===== src/verilog/mult_pkg.sv =====
/* widths, opcode match constants and result-select codes of the
   multiply pipe, plus the product word with its two views */

package mult_pkg;

  // -------------------------------------------------
  // widths
  // -------------------------------------------------
  localparam int xlen   = 64;
  localparam int ext_w  = 65;
  localparam int prod_w = 128;
  localparam int preg_w = 7;
  localparam int iid_w  = 7;
  localparam int dreg_w = 5;
  localparam int op_w   = 17;

  // -------------------------------------------------
  // major opcode, matched against opcode bits 31:15
  // -------------------------------------------------
  localparam logic [op_w-1:0] op_mul_w     = 17'h00038;
  localparam logic [op_w-1:0] op_mulh_w    = 17'h00039;
  localparam logic [op_w-1:0] op_mulh_wu   = 17'h0003a;
  localparam logic [op_w-1:0] op_mul_d     = 17'h0003b;
  localparam logic [op_w-1:0] op_mulh_d    = 17'h0003c;
  localparam logic [op_w-1:0] op_mulh_du   = 17'h0003d;
  localparam logic [op_w-1:0] op_mulw_d_w  = 17'h0003e;
  localparam logic [op_w-1:0] op_mulw_d_wu = 17'h0003f;

  // -------------------------------------------------
  // result select, picked at ex4
  // -------------------------------------------------
  // low doubleword of the product
  localparam logic [1:0] sel_lo64 = 2'b00;
  // high doubleword of the product
  localparam logic [1:0] sel_hi64 = 2'b01;
  // word 0, sign-extended to xlen
  localparam logic [1:0] sel_lo32 = 2'b10;
  // word 1, sign-extended to xlen
  localparam logic [1:0] sel_hi32 = 2'b11;

  // -------------------------------------------------
  // product word
  // -------------------------------------------------
  // dw[1] is the high doubleword, dw[0] the low one;
  // w[3:0] are the 32-bit words from high to low
  typedef union packed {
    logic [1:0][xlen-1:0] dw;
    logic [3:0][31:0]     w;
  } mult_prod_u;

endpackage


===== src/verilog/mult_result_sel.sv =====
/* ex4 product register and the 64-bit writeback select */

`timescale 1ns/1ps

module mult_result_sel
  import mult_pkg::*;
(
  input  logic            mult_clk,
  input  logic            cpurst_b,
  input  logic            ex3_vld,
  input  logic [1:0]      ex3_rslt_sel,
  input  mult_prod_u      product,
  output logic [xlen-1:0] wb_data
);

  mult_prod_u ex4_prod;
  logic [1:0] ex4_sel;

  always_ff @(posedge mult_clk or negedge cpurst_b) begin
    if (!cpurst_b) begin
      ex4_prod <= '0;
      ex4_sel  <= sel_lo64;
    end else if (ex3_vld) begin
      ex4_prod <= product;
      ex4_sel  <= ex3_rslt_sel;
    end
  end

  // -------------------------------------------------
  // doubleword view for 64-bit forms, word view for .w
  // -------------------------------------------------
  always_comb begin
    case (ex4_sel)
      sel_lo64: wb_data = ex4_prod.dw[0];
      sel_hi64: wb_data = ex4_prod.dw[1];
      sel_lo32: wb_data = {{32{ex4_prod.w[0][31]}}, ex4_prod.w[0]};
      default:  wb_data = {{32{ex4_prod.w[1][31]}}, ex4_prod.w[1]};
    endcase
  end

endmodule


===== config.mk =====
export PLATFORM = sky130hd
export DESIGN_NAME = mult_result_sel
export DESIGN_NICKNAME = d
export VERILOG_FILES = /design/src/verilog/mult_pkg.sv /design/src/verilog/mult_result_sel.sv
export SDC_FILE = /design/constraint.sdc
export NUM_CORES = 1
export LEC_CHECK = 0
export BUFFER_PORTS_ARGS = -buffer_cell sky130_fd_sc_hd__buf_2
export CAP_MARGIN = 10
export CORE_AREA = 5 5 138 167
export DETAILED_ROUTE_END_ITERATION = 12
export DIE_AREA = 0 0 143 172
export PLACE_DENSITY_LB_ADDON = 0.15
export SYNTH_ARGS = -nofsm -noshare
export SYNTH_HDL_FRONTEND = slang
export SYNTH_SLANG_ARGS = --single-unit

===== constraint.sdc =====
create_clock -name mult_clk -period 1.25 [get_ports mult_clk]
set_clock_uncertainty 0.15 [all_clocks]
set_input_delay 0.0625 -clock mult_clk [delete_from_list [all_inputs] [get_ports mult_clk]]
set_output_delay 0.0625 -clock mult_clk [all_outputs]
set_load 0.005 [all_outputs]

==> qor.log <==
INFO  die            floorplan.die.width=143µm
INFO  synth          postSynthNetCount=589
INFO  drt            maxUsedRoutingLayer=met4
INFO  drt            wl_met1=7.61mm
INFO  synth          dominantRegCellSynth=sky130_fd_sc_hd__dfrtp_1
INFO  synth          yosys-top-cells-area=sky130_fd_sc_hd__dfrtp_1 (52%), sky130_fd_sc_hd__mux2_2 (23%), sky130_fd_sc_hd__mux2i_1 (15%)
INFO  drt            via_count_of_the_routed_design=4,897
INFO  clock_tree     cts_buffer_depth=2
INFO  worst_setup_path critical_path.reg2reg.endpoint=ex4_sel[0]
INFO  outcome        failed_checks=hold timing, setup timing
INFO  synth          synth-compound-area-share=2.57%
INFO  sta            hold_ws=-0.0609ns
INFO  finish         cell_count_final_fillers_out=1,096
INFO  drt            dr.first_iter.drc_count=146
INFO  sta            timing.slew.headroom=77.5%
INFO  synth          synth_cells=456
INFO  synth          yosys.area.top_type=sky130_fd_sc_hd__dfrtp_1
INFO  grt            groute.usage.overall=14.1%
INFO  pwr            total_power=12.8mW
INFO  synth          synth-adder-area-share=0%
INFO  synth          ys_async_sr_fraction=100%
INFO  sta            finalWorstSetupSlack=-0.649ns
INFO  die            core=0.0213mm²
INFO  finish         layout.nets=943
INFO  die            die-height=172µm
INFO  grt            grt_overflow_total=0
INFO  die            standard_cell_rows=59
INFO  drt            route.detailed.drc=0
INFO  synth          postSynthAreaPerCell=13.7µm²
INFO  finish         n_fill_cell=1,931
INFO  clock_tree     clock_net_sink_count=130
INFO  drt            met3_wirelength=946µm
INFO  worst_setup_path criticalPathCategory=reg -> out
INFO  synth          distinct_cells_synth=10
INFO  pwr            combPwrFrac=23.9%
INFO  pwr            p_per_area=1280mW/mm²
INFO  sta            final_min_period_over_clock_period=152%
INFO  run            cap_violations=0
INFO  worst_setup_path critical_path.reg2reg.startpoint=ex4_sel[0]
INFO  sta            timing.final.hold_violations=22
INFO  placement      numPortBuffers=196
INFO  placement      post_dp_cell_area=0.00777mm²
INFO  synth          synth.top_cell.area_share=52.1%
INFO  placement      place_ws=-0.225ns
INFO  finish         area_growth_syn_to_layout=59.6%
INFO  clock_tree     cts.htree.levels=4
INFO  pwr            ir_worst_vdd=0.865mV
INFO  clock_tree     insertion_delay_of_the_later_clocked_pin_in_the_worst_skew_pair=0.41ns
INFO  worst_setup_path number_of_cells_traversed_by_the_worst_register_to_register_path=3
INFO  worst_setup_path crit_path_end_kind=primary output
INFO  clock_tree     numCtsBuffers=17
INFO  synth          dominant_combinational_cell_family_by_area_after_synthesis=multiplexers
INFO  die            initial_core_util=29.3%
INFO  grt            grt_start_max_net_pins=46
INFO  grt            global_route_wire_length_before_repair=27.3mm
INFO  worst_setup_path crit_fanout=13
INFO  sta            setup_viol=66
INFO  synth          synth.cells.most_frequent=sky130_fd_sc_hd__dfrtp_1 (130), sky130_fd_sc_hd__mux2_2 (130), sky130_fd_sc_hd__mux2i_1 (96)
INFO  synth          post_synthesis_cell_area=0.00624mm²
INFO  synth          synth_xor_xnor_area_share=0%
INFO  synth          synth_warnings=0
INFO  pwr            internal-power=9.40mW
INFO  hold_path      min-delay-path-class=in -> async
INFO  clock_tree     cts_hold_buf=131
INFO  drt            wl_met2=9.24mm
INFO  grt            first_global_vias=5,380
INFO  sta            max_clock_freq=527MHz
INFO  worst_setup_path critical_path_arrival=1.69ns
INFO  synth          synth_simple_gate_area_share=1.92%
INFO  grt            antenna_found_initial=0
INFO  die            top_level_ports=197
INFO  pwr            total_switching_power=3.36mW
INFO  placement      gp_routability_congestion=0.766
INFO  clock_tree     cts_root_buffer=sky130_fd_sc_hd__clkbuf_16
INFO  clock_tree     cts_tree=done
INFO  placement      hpwlAfterDp=12.0mm
INFO  worst_setup_path reg2reg_slack=-0.16ns
INFO  finish         post_route_standard_cell_area_excluding_fillers=0.00996mm²
INFO  sta            finalMaxSlewViolations=0
INFO  clock_tree     clkSlewWorstSetupHoldPaths=0.06ns
INFO  finish         number_of_diodes=0
INFO  synth          synth-seq-cells=130
INFO  finish         final_core_util=46.7%
INFO  worst_setup_path critical_path_rt=1.04ns
INFO  drt            via_per_inst=4.47
INFO  pwr            switching_share=26.3%
INFO  sta            setup_repair_after_global_routing_missed_its_margin=yes
INFO  drt            totalWireLength=18.0mm
INFO  pwr            seqPwrFrac=38.6%
INFO  synth          synth.mux.area_fraction=39.2%
INFO  placement      numPlacedInstances=921
INFO  outcome        run_status=finished, violations left
INFO  synth          fraction_of_the_yosys_area_taken_by_sequential_cells=52.1%
INFO  die            die_area=0.0246mm²
INFO  pwr            clockPowerShare=37.5%
INFO  drt            wl_per_cell=16.4µm
INFO  worst_setup_path start_kind=flip-flop
INFO  synth          synth-edff-count=0
INFO  drt            final_antenna_net_count=0
INFO  drt            drt_first_pass_iters=4
INFO  pwr            p_leak=4.60nW
INFO  sta            setup_tns=-37.75ns
INFO  finish         final_layout_size_suffix_gt1_share=52.3%
INFO  sta            post-route-min-period=1.90ns
INFO  sta            timing_worst_slew_pin_value=0.328ns
-- power groups by stage --
stage / sequential [mW] / clock (mW) / combinational (mW)
finish: 4.92 / 4.79 / 3.05
global route: 4.98 / 5.10 / 3.34
CTS: 4.91 / 4.93 / 2.90
detailed placement: 4.98 / 0 / 2.50
global placement: 4.96 / 0 / 2.47
floorplan: 4.88 / 0 / 1.41
-- timing repair --
action                     CTS  global route
gates cloned                 1             4
buffers inserted             6             2
setup endpoints to repair   65            66
resized for setup            7            32
hold endpoints to repair   260            22
pin swaps                   10             2
-- per-layer routing --
metal / global-route usage (%) / vias up
li1: - / 2345
met1: 16.9 / 2398
met2: 24.7 / 131
met3: 3.49 / 23
met4: 5.13 / 0
met5: 0 / -
-- critical path, stage by stage, from the launching register on --
cell,delay (ns)
sky130_fd_sc_hd__dfrtp_4,0.55
sky130_fd_sc_hd__mux2i_4,0.23
sky130_fd_sc_hd__buf_12,0.17
sky130_fd_sc_hd__mux2i_1,0.18
sky130_fd_sc_hd__buf_2,0.15
-- worst max-delay path by stage --
stage / slack, ns / to / from / cells after the start
floorplan: 0.03 / wb_data[32] / ex4_sel[0] / 4
global placement: -0.20 / wb_data[51] / ex4_sel[0] / 4
detailed placement: -0.22 / wb_data[32] / ex4_sel[0] / 4
CTS: -0.65 / wb_data[59] / ex4_sel[0] / 4
global route: -0.70 / wb_data[34] / ex4_sel[0] / 4
finish: -0.65 / wb_data[59] / ex4_sel[0] / 4
-- cells by family after synthesis --
group | count (synthesis)
AO/OA/AOI/OAI | 32
buffers and inverters | 35
flip-flops | 130
multiplexers | 227
AND/OR/NAND/NOR | 32
-- flip-flops by register name (all words and copies together), names as in the netlist --
name      count
ex4_prod    128
ex4_sel       2
-- placed cells by master (no fill, tap or decap), drive strengths merged --
cell type    count
a21oi           32
buf            237
bufinv           2
clkbuf          23
clkinv           5
clkinvlp         3
dfrtp          130
dlygate4sd3    131
mux2           130
mux2i           97
nor2            32
-- layout make-up --
cell class	instances	area (µm²)	area share, %
well taps	274	343	3.44
clock buffers	21	450	4.52
multi-input cells	291	2860	28.7
flip-flops and latches	130	3260	32.7
repair buffers	370	2940	29.5
clock inverters	10	111	1.12
No activity file was read; power rests on OpenSTA's default activity.
