[src/verilog/mult_pkg.sv]
/* widths, opcode match constants and result-select codes of the
   multiply pipe, plus the product word with its two views */

package mult_pkg;

  // -------------------------------------------------
  // widths
  // -------------------------------------------------
  localparam int xlen   = 64;
  localparam int ext_w  = 65;
  localparam int prod_w = 128;
  localparam int preg_w = 7;
  localparam int iid_w  = 7;
  localparam int dreg_w = 5;
  localparam int op_w   = 17;

  // -------------------------------------------------
  // major opcode, matched against opcode bits 31:15
  // -------------------------------------------------
  localparam logic [op_w-1:0] op_mul_w     = 17'h00038;
  localparam logic [op_w-1:0] op_mulh_w    = 17'h00039;
  localparam logic [op_w-1:0] op_mulh_wu   = 17'h0003a;
  localparam logic [op_w-1:0] op_mul_d     = 17'h0003b;
  localparam logic [op_w-1:0] op_mulh_d    = 17'h0003c;
  localparam logic [op_w-1:0] op_mulh_du   = 17'h0003d;
  localparam logic [op_w-1:0] op_mulw_d_w  = 17'h0003e;
  localparam logic [op_w-1:0] op_mulw_d_wu = 17'h0003f;

  // -------------------------------------------------
  // result select, picked at ex4
  // -------------------------------------------------
  // low doubleword of the product
  localparam logic [1:0] sel_lo64 = 2'b00;
  // high doubleword of the product
  localparam logic [1:0] sel_hi64 = 2'b01;
  // word 0, sign-extended to xlen
  localparam logic [1:0] sel_lo32 = 2'b10;
  // word 1, sign-extended to xlen
  localparam logic [1:0] sel_hi32 = 2'b11;

  // -------------------------------------------------
  // product word
  // -------------------------------------------------
  // dw[1] is the high doubleword, dw[0] the low one;
  // w[3:0] are the 32-bit words from high to low
  typedef union packed {
    logic [1:0][xlen-1:0] dw;
    logic [3:0][31:0]     w;
  } mult_prod_u;

endpackage

[src/verilog/mult_operand_prep.sv]
/* opcode decode, 65-bit operand extension and the ex1 operand
   registers of the multiply pipe */

`timescale 1ns/1ps

module mult_operand_prep
  import mult_pkg::*;
(
  input  logic              mult_clk,
  input  logic              cpurst_b,
  input  logic              issue_vld,
  input  logic              flush,
  input  logic [31:0]       issue_opcode,
  input  logic [xlen-1:0]   issue_src0,
  input  logic [xlen-1:0]   issue_src1,
  output logic [ext_w-1:0]  src0_ex1,
  output logic [ext_w-1:0]  src1_ex1,
  output logic [dreg_w-1:0] dreg,
  output logic [1:0]        rslt_sel,
  output logic              accept
);

  logic [op_w-1:0] op_fld;
  logic [7:0]      op_hit;
  logic            use_dw;
  logic            sext_w;
  logic            sign63;
  logic [ext_w-1:0] src0_ext;
  logic [ext_w-1:0] src1_ext;

  // same extension rule for both sources
  function automatic logic [ext_w-1:0] ext_operand(
    input logic [xlen-1:0] src,
    input logic            dw,
    input logic            sx,
    input logic            s63
  );
    logic [31:0] upper;
    logic        sign;
    upper = dw ? src[63:32] : (sx ? {32{src[31]}} : 32'b0);
    sign  = s63 ? src[63] : (sx ? src[31] : 1'b0);
    return {sign, upper, src[31:0]};
  endfunction

  // -------------------------------------------------
  // decode
  // -------------------------------------------------
  assign op_fld = issue_opcode[31:15];

  assign op_hit[0] = (op_fld == op_mul_w);
  assign op_hit[1] = (op_fld == op_mulh_w);
  assign op_hit[2] = (op_fld == op_mulh_wu);
  assign op_hit[3] = (op_fld == op_mul_d);
  assign op_hit[4] = (op_fld == op_mulh_d);
  assign op_hit[5] = (op_fld == op_mulh_du);
  assign op_hit[6] = (op_fld == op_mulw_d_w);
  assign op_hit[7] = (op_fld == op_mulw_d_wu);

  // upper half straight from the source
  assign use_dw = op_hit[3] | op_hit[4] | op_hit[5];
  // signed word forms replicate bit 31
  assign sext_w = op_hit[1] | op_hit[6];
  // sign bit taken from bit 63
  assign sign63 = op_hit[0] | op_hit[3] | op_hit[4];

  assign src0_ext = ext_operand(issue_src0, use_dw, sext_w, sign63);
  assign src1_ext = ext_operand(issue_src1, use_dw, sext_w, sign63);

  always_comb begin
    if (op_hit[0]) begin
      rslt_sel = sel_lo32;
    end else if (op_hit[1] | op_hit[2]) begin
      rslt_sel = sel_hi32;
    end else if (op_hit[4] | op_hit[5]) begin
      rslt_sel = sel_hi64;
    end else begin
      rslt_sel = sel_lo64;
    end
  end

  assign dreg   = issue_opcode[4:0];
  assign accept = issue_vld & ~flush;

  // -------------------------------------------------
  // ex1 operands
  // -------------------------------------------------
  always_ff @(posedge mult_clk or negedge cpurst_b) begin
    if (!cpurst_b) begin
      src0_ex1 <= '0;
      src1_ex1 <= '0;
    end else if (accept) begin
      src0_ex1 <= src0_ext;
      src1_ex1 <= src1_ext;
    end
  end

  // issuer only sends the eight multiply opcodes here
  a_op_onehot: assert property (
    @(posedge mult_clk) disable iff (!cpurst_b)
    accept |-> $onehot(op_hit)
  ) else $error("accepted issue with unknown multiply opcode");

endmodule

[config.mk]
export PLATFORM = sky130hd
export DESIGN_NAME = mult_operand_prep
export DESIGN_NICKNAME = d
export VERILOG_FILES = /design/src/verilog/mult_pkg.sv /design/src/verilog/mult_operand_prep.sv
export SDC_FILE = /design/constraint.sdc
export NUM_CORES = 1
export LEC_CHECK = 0
export ABC_CLOCK_PERIOD_IN_PS = 3330
export BUFFER_PORTS_ARGS = -buffer_cell sky130_fd_sc_hd__buf_2
export CAP_MARGIN = 20
export CORE_MARGIN = 5
export CORE_UTILIZATION = 40
export CTS_BUF_LIST = sky130_fd_sc_hd__clkbuf_8
export CTS_CLUSTER_SIZE = 10
export DETAILED_ROUTE_END_ITERATION = 8
export PLACE_DENSITY = 0.72
export SLEW_MARGIN = 20
export SYNTH_ARGS = -nofsm -noshare
export SYNTH_HDL_FRONTEND = slang
export SYNTH_SLANG_ARGS = --single-unit
[constraint.sdc]
create_clock -name mult_clk -period 3.33 [get_ports mult_clk]
set_clock_uncertainty 0.15 [all_clocks]
set_input_delay 0.666 -clock mult_clk [delete_from_list [all_inputs] [get_ports mult_clk]]
set_output_delay 0.666 -clock mult_clk [all_outputs]
set_load 0.03 [all_outputs]
==> impl_metrics.tcl <==
set metrics [dict create \
    outcome "finished clean" \
    place_area_sq_um 6570 \
    power_frac_comb_pct 16.8 \
    synth_area_leaders "dfrtp_1 (64%), nand2_1 (14%), a221o_1 (13%)" \
    clkTransAtPathRegs_ps 70 \
    p_leak_nw 4.05 \
    cts_tree "built" \
    worstRegToRegCells 2 \
    initial_core_util_pct 40.4 \
    fin_hold_ws_ps 52.8 \
    critical_path.cell_chain "buf_2 -> nor4_4 -> nand4_4 -> a211oi_1 -> buf_2" \
    reg2reg_to "src0_ex1[64]" \
    cpMostUsedCell "buf_2" \
    cts_resized 0 \
    cts-root-buf "clkbuf_8" \
    worstPathRequired_ps 2510 \
    cts_sinks 130 \
    overflow 0 \
    intPower_mw 2.42 \
    post-place-ws_ps 699 \
    dpl.hpwl_um 10700 \
    reg2reg_slack_ps 2230 \
    critPathSlowestCell "nor4_4" \
    design_area_sq_um 6900 \
    routed-via-count 4498 \
    ys_ff_latch 130 \
    die_h_um 122 \
    ys_seq_area_share_pct 64.3 \
    routed_wl_um 14900 \
    yosysTopAreaCellShare_pct 64.3 \
    slew_headroom_pct 44.1 \
    dp_cells 872 \
    syn_inst 450 \
    crit_start "issue_opcode[25]" \
    slew_violations 0 \
    numCtsBuffers 17 \
    fin_cells 902 \
    max_stage_delay_ps 310 \
    swShare_pct 30.2 \
    power_frac_clock_pct 33.5 \
    grt_antenna_before_repair 0 \
    fin_crit_ps 2630 \
    cp-endpoint "rslt_sel[1]" \
    portBuffers 281 \
    pin_count 302 \
    cp_data_arrival_time_ps 1820 \
    ir_drop_mv 0.239 \
    avgRoutedWirePerCell_um 16.5 \
    power_mw 3.47 \
    n_fill_cell 1103 \
    die_area_sq_um 15000 \
    firstDrtPassIters 5 \
    synth_top_area_cell "dfrtp_1" \
    syn_to_final_growth_pct 36.4 \
    hold_path.class "input port to asynchronous set/reset pin" \
    final_common_cell "buf_2" \
    power_frac_seq_pct 49.8 \
    worst-path-max-fanout 6 \
    hold_viol 0 \
    num_antenna_cells 0 \
    layout_common_cells "buf_2 (280), nand2_1 (192), dfrtp_1 (130), a221o_1 (64), clkbuf_8 (17)" \
    synth.distinct_cells 26 \
    grt_max_degree 97 \
    core_sq_um 12500 \
    drc 0 \
    postCtsSetupBuffers 0 \
    track_usage_pct 19.7 \
    die_width_um 122 \
    clock_path_buffers 2 \
    maxCapViolCount 0 \
    cp-start-kind "input port" \
    utilization_pct 55.1 \
    syn_area_per_cell_sq_um 11.2 \
    rows 41 \
    layout_setup_ws_ps 696 \
    clk-insertion-delay-late_ps 420 \
    synthesis.area_sq_um 5060 \
    clock.fmax_ghz 0.380 \
    ys_warn_count 0 \
    setup_violations 0 \
    syn-num-nets 614 \
    p_per_area_nw_per_um2 503 \
    r2r-start "src0_ex1[64]" \
    grt_pass1_wl_um 23300 \
    worstSetupEndpointType "output pin" \
    final_layout_size_suffix_gt1_share_pct 44.4 \
    rsz0062_at_grt "no" \
    p_sw_mw 1.05 \
    cts_hold_buf 0 \
    tightest_slew_ps 838 \
    post-route-period-util_pct 79.1 \
    finalSetupTns_ps 0 \
    grt_pass1_vias 4689 \
    path_class "input port to output pin" \
    drtAntennaViolNets 0 \
    nets 883 \
    detail_route.iter0.violations 355 \
    via_per_inst 4.99 \
    gp_congestion 0.784 \
    h-tree-depth 4 \
]
## critical path: cells and delay by family
family	cells	cell delay, ps
AOI/OAI and AO/OA	1	270
buffers and inverters	2	340
and+or+nand+nor	2	540
## area by class of cell
cell class,instances,area (sq um),area share [%]
clock inverters,13,101,1.47
repair buffers,289,1490,21.6
inverters,1,3.75,0.0544
well taps,172,215,3.12
flip-flops and latches,130,3250,47.1
clock buffers,17,234,3.39
multi-input cells,280,1600,23.2
## worst min path at each step
stage	from	end	slack, ps	depth (start not counted)
after floorplan	cpurst_b	src0_ex1[0]	220	0
after global placement	src0_ex1[14]	src0_ex1[14]	300	2
after detailed placement	src1_ex1[7]	src1_ex1[7]	310	2
after CTS	cpurst_b	src0_ex1[9]	30	1
after global routing	cpurst_b	src0_ex1[11]	50	1
final	cpurst_b	src0_ex1[11]	50	1
## cells by family after synthesis
kind of cell / after synthesis / synth area share, %
compound gates: 70 / 13.8
xor+xnor: 1 / 0.173
simple gates: 209 / 17.2
flops: 130 / 64.3
buf+inv: 40 / 4.48
## registers in the layout (all words and copies together) (netlist names)
name and flops:
src0_ex1 65, src1_ex1 65
## routing by layer
metal	global-route usage [%]	up-vias	wire [um]
met1	23.8	2170	5800
met4	7.42	0	260
met3	6.96	27	1410
met2	32.6	215	7430
met5	0	-	0
li1	-	2086	-
## power by group through the flow
stage | sequential, mW | clock [mW] | combinational, mW
after floorplan | 1.95 | 0 | 0.131
after global placement | 1.75 | 0 | 0.578
after detailed placement | 1.75 | 0 | 0.589
after CTS | 1.73 | 1.20 | 0.589
after global routing | 1.74 | 1.27 | 0.634
final | 1.73 | 1.16 | 0.581
## synth_stat cells (all sizes together)
| cell type | number |
|---|---|
| inv | 1 |
| xor2 | 1 |
| buf | 19 |
| clkbuf | 20 |
| a221o | 64 |
| a311o | 2 |
| o21a | 1 |
| a21oi | 1 |
| nand2 | 192 |
| nand3b | 1 |
| nand2b | 2 |
| a211oi | 2 |
| nand4 | 1 |
| nor4 | 2 |
| and2 | 2 |
| dfrtp | 130 |
| nor3 | 2 |
| nor3b | 1 |
| nor2 | 4 |
| and4b | 1 |
| nor2b | 1 |
Power figures use the tool's default switching activity.
