--- src/verilog/mult_pkg.sv ---
/* widths, opcode match constants and result-select codes of the
   multiply pipe, plus the product word with its two views */

package mult_pkg;

  // -------------------------------------------------
  // widths
  // -------------------------------------------------
  localparam int xlen   = 64;
  localparam int ext_w  = 65;
  localparam int prod_w = 128;
  localparam int preg_w = 7;
  localparam int iid_w  = 7;
  localparam int dreg_w = 5;
  localparam int op_w   = 17;

  // -------------------------------------------------
  // major opcode, matched against opcode bits 31:15
  // -------------------------------------------------
  localparam logic [op_w-1:0] op_mul_w     = 17'h00038;
  localparam logic [op_w-1:0] op_mulh_w    = 17'h00039;
  localparam logic [op_w-1:0] op_mulh_wu   = 17'h0003a;
  localparam logic [op_w-1:0] op_mul_d     = 17'h0003b;
  localparam logic [op_w-1:0] op_mulh_d    = 17'h0003c;
  localparam logic [op_w-1:0] op_mulh_du   = 17'h0003d;
  localparam logic [op_w-1:0] op_mulw_d_w  = 17'h0003e;
  localparam logic [op_w-1:0] op_mulw_d_wu = 17'h0003f;

  // -------------------------------------------------
  // result select, picked at ex4
  // -------------------------------------------------
  // low doubleword of the product
  localparam logic [1:0] sel_lo64 = 2'b00;
  // high doubleword of the product
  localparam logic [1:0] sel_hi64 = 2'b01;
  // word 0, sign-extended to xlen
  localparam logic [1:0] sel_lo32 = 2'b10;
  // word 1, sign-extended to xlen
  localparam logic [1:0] sel_hi32 = 2'b11;

  // -------------------------------------------------
  // product word
  // -------------------------------------------------
  // dw[1] is the high doubleword, dw[0] the low one;
  // w[3:0] are the 32-bit words from high to low
  typedef union packed {
    logic [1:0][xlen-1:0] dw;
    logic [3:0][31:0]     w;
  } mult_prod_u;

endpackage

--- src/verilog/mult_stage_ctrl.sv ---
/* stage valids with flush and issue stall, and the tag pipeline
   from ex1 down to ex4 */

`timescale 1ns/1ps

module mult_stage_ctrl
  import mult_pkg::*;
(
  input  logic              mult_clk,
  input  logic              cpurst_b,
  input  logic              accept,
  input  logic              flush,
  input  logic [iid_w-1:0]  issue_iid,
  input  logic [preg_w-1:0] issue_preg,
  input  logic [dreg_w-1:0] dreg,
  input  logic [1:0]        rslt_sel,
  output logic              issue_stall,
  output logic              ex1_vld,
  output logic              ex2_vld,
  output logic              ex3_vld,
  output logic [preg_w-1:0] ex3_preg,
  output logic [1:0]        ex3_rslt_sel,
  output logic              ex4_vld,
  output logic [iid_w-1:0]  wb_iid,
  output logic [dreg_w-1:0] wb_dreg
);

  logic [iid_w-1:0]  ex1_iid;
  logic [preg_w-1:0] ex1_preg;
  logic [dreg_w-1:0] ex1_dreg;
  logic [1:0]        ex1_sel;
  logic [iid_w-1:0]  ex2_iid;
  logic [preg_w-1:0] ex2_preg;
  logic [dreg_w-1:0] ex2_dreg;
  logic [1:0]        ex2_sel;
  logic [iid_w-1:0]  ex3_iid;
  logic [dreg_w-1:0] ex3_dreg;

  // -------------------------------------------------
  // stage valids
  // -------------------------------------------------
  always_ff @(posedge mult_clk or negedge cpurst_b) begin
    if (!cpurst_b) begin
      ex1_vld <= 1'b0;
      ex2_vld <= 1'b0;
      ex3_vld <= 1'b0;
      ex4_vld <= 1'b0;
    end else if (flush) begin
      ex1_vld <= 1'b0;
      ex2_vld <= 1'b0;
      ex3_vld <= 1'b0;
      ex4_vld <= 1'b0;
    end else begin
      ex1_vld <= accept;
      ex2_vld <= ex1_vld;
      ex3_vld <= ex2_vld;
      ex4_vld <= ex3_vld;
    end
  end

  // ex1 busy, hold off the next issue
  assign issue_stall = ex1_vld;

  // -------------------------------------------------
  // tags, each stage loads from a valid predecessor
  // -------------------------------------------------
  always_ff @(posedge mult_clk or negedge cpurst_b) begin
    if (!cpurst_b) begin
      ex1_iid  <= '0;
      ex1_preg <= '0;
      ex1_dreg <= '0;
      ex1_sel  <= '0;
    end else if (accept) begin
      ex1_iid  <= issue_iid;
      ex1_preg <= issue_preg;
      ex1_dreg <= dreg;
      ex1_sel  <= rslt_sel;
    end
  end

  always_ff @(posedge mult_clk or negedge cpurst_b) begin
    if (!cpurst_b) begin
      ex2_iid  <= '0;
      ex2_preg <= '0;
      ex2_dreg <= '0;
      ex2_sel  <= '0;
    end else if (ex1_vld) begin
      ex2_iid  <= ex1_iid;
      ex2_preg <= ex1_preg;
      ex2_dreg <= ex1_dreg;
      ex2_sel  <= ex1_sel;
    end
  end

  always_ff @(posedge mult_clk or negedge cpurst_b) begin
    if (!cpurst_b) begin
      ex3_iid      <= '0;
      ex3_preg     <= '0;
      ex3_dreg     <= '0;
      ex3_rslt_sel <= '0;
    end else if (ex2_vld) begin
      ex3_iid      <= ex2_iid;
      ex3_preg     <= ex2_preg;
      ex3_dreg     <= ex2_dreg;
      ex3_rslt_sel <= ex2_sel;
    end
  end

  // ex4 keeps only what writeback carries
  always_ff @(posedge mult_clk or negedge cpurst_b) begin
    if (!cpurst_b) begin
      wb_iid  <= '0;
      wb_dreg <= '0;
    end else if (ex3_vld) begin
      wb_iid  <= ex3_iid;
      wb_dreg <= ex3_dreg;
    end
  end

  a_no_issue_in_stall: assert property (
    @(posedge mult_clk) disable iff (!cpurst_b)
    accept |-> !issue_stall
  ) else $error("issue accepted while ex1 is occupied");

  a_ex4_from_ex3: assert property (
    @(posedge mult_clk) disable iff (!cpurst_b)
    ex4_vld |-> $past(ex3_vld) && !$past(flush)
  ) else $error("ex4 valid without an unflushed ex3");

endmodule

--- config.mk ---
export PLATFORM = sky130hd
export DESIGN_NAME = mult_stage_ctrl
export DESIGN_NICKNAME = d
export VERILOG_FILES = /design/src/verilog/mult_pkg.sv /design/src/verilog/mult_stage_ctrl.sv
export SDC_FILE = /design/constraint.sdc
export NUM_CORES = 1
export LEC_CHECK = 0
export ABC_AREA = 0
export BUFFER_PORTS_ARGS = -buffer_cell sky130_fd_sc_hd__buf_2
export CAP_MARGIN = 10
export CORE_MARGIN = 1
export CORE_UTILIZATION = 49
export DETAILED_ROUTE_END_ITERATION = 7
export PLACE_DENSITY = 0.77
export SYNTH_ARGS = -nofsm -noshare
export SYNTH_HDL_FRONTEND = slang
export SYNTH_SLANG_ARGS = --single-unit
--- constraint.sdc ---
create_clock -name mult_clk -period 1.08 [get_ports mult_clk]
set_clock_uncertainty 0.15 [all_clocks]
set_input_delay 0.054 -clock mult_clk [delete_from_list [all_inputs] [get_ports mult_clk]]
set_output_delay 0.054 -clock mult_clk [all_outputs]
set_load 0.02 [all_outputs]
==> flow_results.xml <==
<?xml version="1.0" encoding="UTF-8"?>
<metrics>
  <group name="placed_design">
    <metric name="hpwl" unit="um">3240</metric>
    <metric name="numPlacedInstances" unit="">289</metric>
    <metric name="io_buffers" unit="">50</metric>
    <metric name="place_congestion" unit="">0.667</metric>
  </group>
  <group name="layout">
    <metric name="number_of_filler_cells_placed_in_the_layout" unit="">328</metric>
    <metric name="final-instance-count-excl-fill" unit="">354</metric>
    <metric name="seq_area" unit="mm2">0.00198</metric>
    <metric name="multi_input_gate_area" unit="um2">933</metric>
    <metric name="layout_area_growth_over_synthesis" unit="%">46.8</metric>
    <metric name="final_net_count" unit="">302</metric>
    <metric name="final_common_cell" unit="">dfrtp_1</metric>
    <metric name="antenna_cells" unit="">0</metric>
    <metric name="layout_common_cells" unit="">dfrtp_1, mux2_2, buf_6</metric>
    <metric name="layout_cell_share_with_drive_strength_beyond_1" unit="%">63.1</metric>
  </group>
  <group name="clock_network">
    <metric name="clock_sinks" unit="">79</metric>
    <metric name="clk_latency" unit="ns">0.34</metric>
    <metric name="worst_path_clk_slew" unit="ns">0.08</metric>
    <metric name="clock_tree_from_tritoncts" unit="">built</metric>
    <metric name="clockRootBuffer" unit="">clkbuf_8</metric>
    <metric name="clockBufferDepth" unit="">2</metric>
    <metric name="cts-buffers-inserted" unit="">9</metric>
    <metric name="cts.htree.levels" unit="">3</metric>
  </group>
  <group name="pwr">
    <metric name="p_leak" unit="nW">1.98</metric>
    <metric name="powerDensity" unit="mW/mm2">2070</metric>
    <metric name="vdd.ir_drop.worst" unit="mV">1.42</metric>
  </group>
  <group name="timing">
    <metric name="rsz_0062_raised_after_global_routing" unit="">true</metric>
    <metric name="timing.final.crit_share" unit="%">119</metric>
    <metric name="max_freq" unit="MHz">780</metric>
    <metric name="worst_slew_margin_rel" unit="%">83.8</metric>
    <metric name="slew_viol_final" unit="">0</metric>
    <metric name="hold-worst-slack" unit="ns">0.0187</metric>
    <metric name="transition_time_at_the_pin_with_the_least_slew_margin" unit="ns">0.243</metric>
    <metric name="totalNegativeSetupSlack" unit="ns">-9.34</metric>
    <metric name="finalHoldViolCount" unit="">0</metric>
    <metric name="final.min_clock_period" unit="ns">1.28</metric>
    <metric name="final_critical_path_setup_slack" unit="ns">-0.202</metric>
    <metric name="timing.final.setup_violations" unit="">68</metric>
  </group>
  <group name="worst_setup_path">
    <metric name="path_class" unit="">register to register</metric>
    <metric name="setup.worst_path.start_class" unit="">register</metric>
    <metric name="r2r_end" unit="">ex2_preg[4]$_DFFE_PN0P_</metric>
    <metric name="critical_path_peak_fanout" unit="">8</metric>
    <metric name="worst-endpoint-arrival" unit="ns">1.36</metric>
    <metric name="critical_path_required" unit="ns">1.16</metric>
    <metric name="ff2ff_setup_slack" unit="ns">-0.20</metric>
    <metric name="r2r.worst_path.cells" unit="">3</metric>
    <metric name="cp-end-kind" unit="">register</metric>
    <metric name="rr_startpoint" unit="">ex1_vld$_DFF_PN0_</metric>
  </group>
  <group name="min_path">
    <metric name="worst_hold_startpoint" unit="">accept</metric>
    <metric name="hp-class" unit="">input port to register</metric>
    <metric name="hold_depth" unit="">3</metric>
    <metric name="timing.hold.worst_endpoint" unit="">ex1_vld$_DFF_PN0_</metric>
  </group>
  <group name="floorplanning">
    <metric name="floorplan.die.width" unit="um">79.4</metric>
    <metric name="start_util" unit="%">52.0</metric>
    <metric name="floorplan.rows" unit="">27</metric>
    <metric name="floorplan.die_area" unit="mm2">0.00630</metric>
    <metric name="floorplan.io_pins" unit="">51</metric>
    <metric name="fp.coreArea" unit="mm2">0.00564</metric>
    <metric name="die_h" unit="um">79.4</metric>
  </group>
  <group name="logic_synthesis">
    <metric name="post_synth_inst_count" unit="">166</metric>
    <metric name="synth.distinct_cells" unit="">5</metric>
    <metric name="synthesis.nets" unit="">191</metric>
    <metric name="syn_avg_cell_area" unit="um2">17.7</metric>
    <metric name="synth_seq_cells" unit="">79</metric>
    <metric name="syn_area" unit="mm2">0.00293</metric>
    <metric name="number_of_warnings_issued_by_yosys" unit="">0</metric>
    <metric name="synth_sequential_area_ratio" unit="%">67.4</metric>
  </group>
  <group name="job">
    <metric name="max_cap_viol_count" unit="">0</metric>
  </group>
  <group name="run_status">
    <metric name="violated_checks" unit="">negative setup slack</metric>
    <metric name="result_of_the_run" unit="">finished with violations</metric>
  </group>
  <group name="routing">
    <metric name="drt-pass1-iter-count" unit="">2</metric>
    <metric name="detail-route-antenna-nets" unit="">0</metric>
    <metric name="routed_wl" unit="um">6130</metric>
    <metric name="drt-initial-drc-count" unit="">92</metric>
    <metric name="dr_total_vias" unit="">1740</metric>
    <metric name="detail_route.drc_violations" unit="">0</metric>
    <metric name="route.detailed.wl_per_inst" unit="um">17.3</metric>
    <metric name="detail_route.vias_per_cell" unit="">4.92</metric>
  </group>
  <group name="global_routing">
    <metric name="grt_overflow" unit="">0</metric>
    <metric name="antenna_found_initial" unit="">0</metric>
    <metric name="grt_max_degree" unit="">47</metric>
    <metric name="grt_pass1_wl" unit="um">9740</metric>
    <metric name="first_global_vias" unit="">2001</metric>
    <metric name="globalRouteTotalUtil" unit="%">21.6</metric>
  </group>
</metrics>
[stage by stage]
step | instance area, um2 | power, mW | worst slack [ns] | utilization, %
2_1_floorplan | 2970 | 5.16 | -0.134 | -
3_3_place_gp | 3360 | 5.75 | -0.136 | 59.6
3_5_place_dp | 3360 | 5.84 | -0.150 | 59.6
4_1_cts | 4260 | 8.88 | -0.193 | 75.6
5_1_grt | 4300 | 9.32 | -0.233 | 76.3
6_report | 4300 | 8.93 | -0.202 | 76.3
[area by class of cell]
cell class / instances / area share, %
clock inverter: 3 / 0.930
sequential: 79 / 46.1
multi-input combinational: 79 / 21.7
tap: 72 / 2.09
timing repair buffer: 108 / 25.3
clock buffer: 13 / 3.92
[worst max-delay path: stages, from the launching register on]
cell and delay, ns:
dfrtp_2 0.44, buf_12 0.16, buf_12 0.13, mux2_4 0.28
[synth_stat cells]
cell type / count / area share (%)
dfrtp_1: 79 / 67
nor2b_1: 4 / 0.85
buf_6: 7 / 2.7
mux2_2: 75 / 29
buf_4: 1 / 0.26
[repair_timing]
action	CTS	global route
hold buffers	24	0
setup buffers	24	1
pin swaps	0	0
endpoints found under the setup margin	80	82
gates cloned	0	0
endpoints found under the hold margin	104	0
gates resized for setup	65	8
[kinds of logic after synthesis]
logic type / count (synthesis) / synth area share (%)
and+or+nand+nor: 4 / 0.853
DFF: 79 / 67.4
muxes: 75 / 28.8
buffers and inverters: 8 / 2.94
[where the power goes]
group / switching [mW] / internal, mW
clock network: 1.00 / 1.25
logic: 0.950 / 1.60
registers: 0.461 / 3.66
total: 2.42 / 6.51
[worst max-delay path by stage]
| stage | from | endpoint | slack, ns | depth (start not counted) |
|---|---|---|---|---|
| global route | ex2_vld$_DFF_PN0_ | ex3_preg[6]$_DFFE_PN0P_ | -0.23 | 3 |
| detailed placement | ex3_vld$_DFF_PN0_ | wb_iid[4]$_DFFE_PN0P_ | -0.15 | 1 |
| CTS | ex1_vld$_DFF_PN0_ | issue_stall | -0.19 | 2 |
| global placement | ex3_vld$_DFF_PN0_ | wb_dreg[0]$_DFFE_PN0P_ | -0.14 | 1 |
| finish | ex1_vld$_DFF_PN0_ | ex2_preg[4]$_DFFE_PN0P_ | -0.20 | 3 |
| floorplan | ex1_vld$_DFF_PN0_ | ex2_dreg[0]$_DFFE_PN0P_ | -0.13 | 2 |
[flip-flops by register name (all words and copies together), names as in the netlist]
signal and cells:
ex2_dreg 5, ex1_vld 1, ex2_sel 2, ex3_iid 7
ex1_iid 7, ex2_iid 7, ex3_rslt_sel 2, wb_iid 7
ex2_preg 7, wb_dreg 5, ex3_vld 1, ex1_preg 7
ex3_dreg 5, ex1_dreg 5, ex3_preg 7, ex2_vld 1
ex4_vld 1, ex1_sel 2
[metal layers]
metal | global-route usage, % | part of all wire [%] | vias up
li1 | - | - | 797
met1 | 25.9 | 44 | 893
met2 | 36.7 | 51 | 38
met3 | 4.02 | 3.3 | 12
met4 | 11.3 | 2.0 | 0
met5 | 0 | 0 | -
Power figures use the tool's default switching activity.
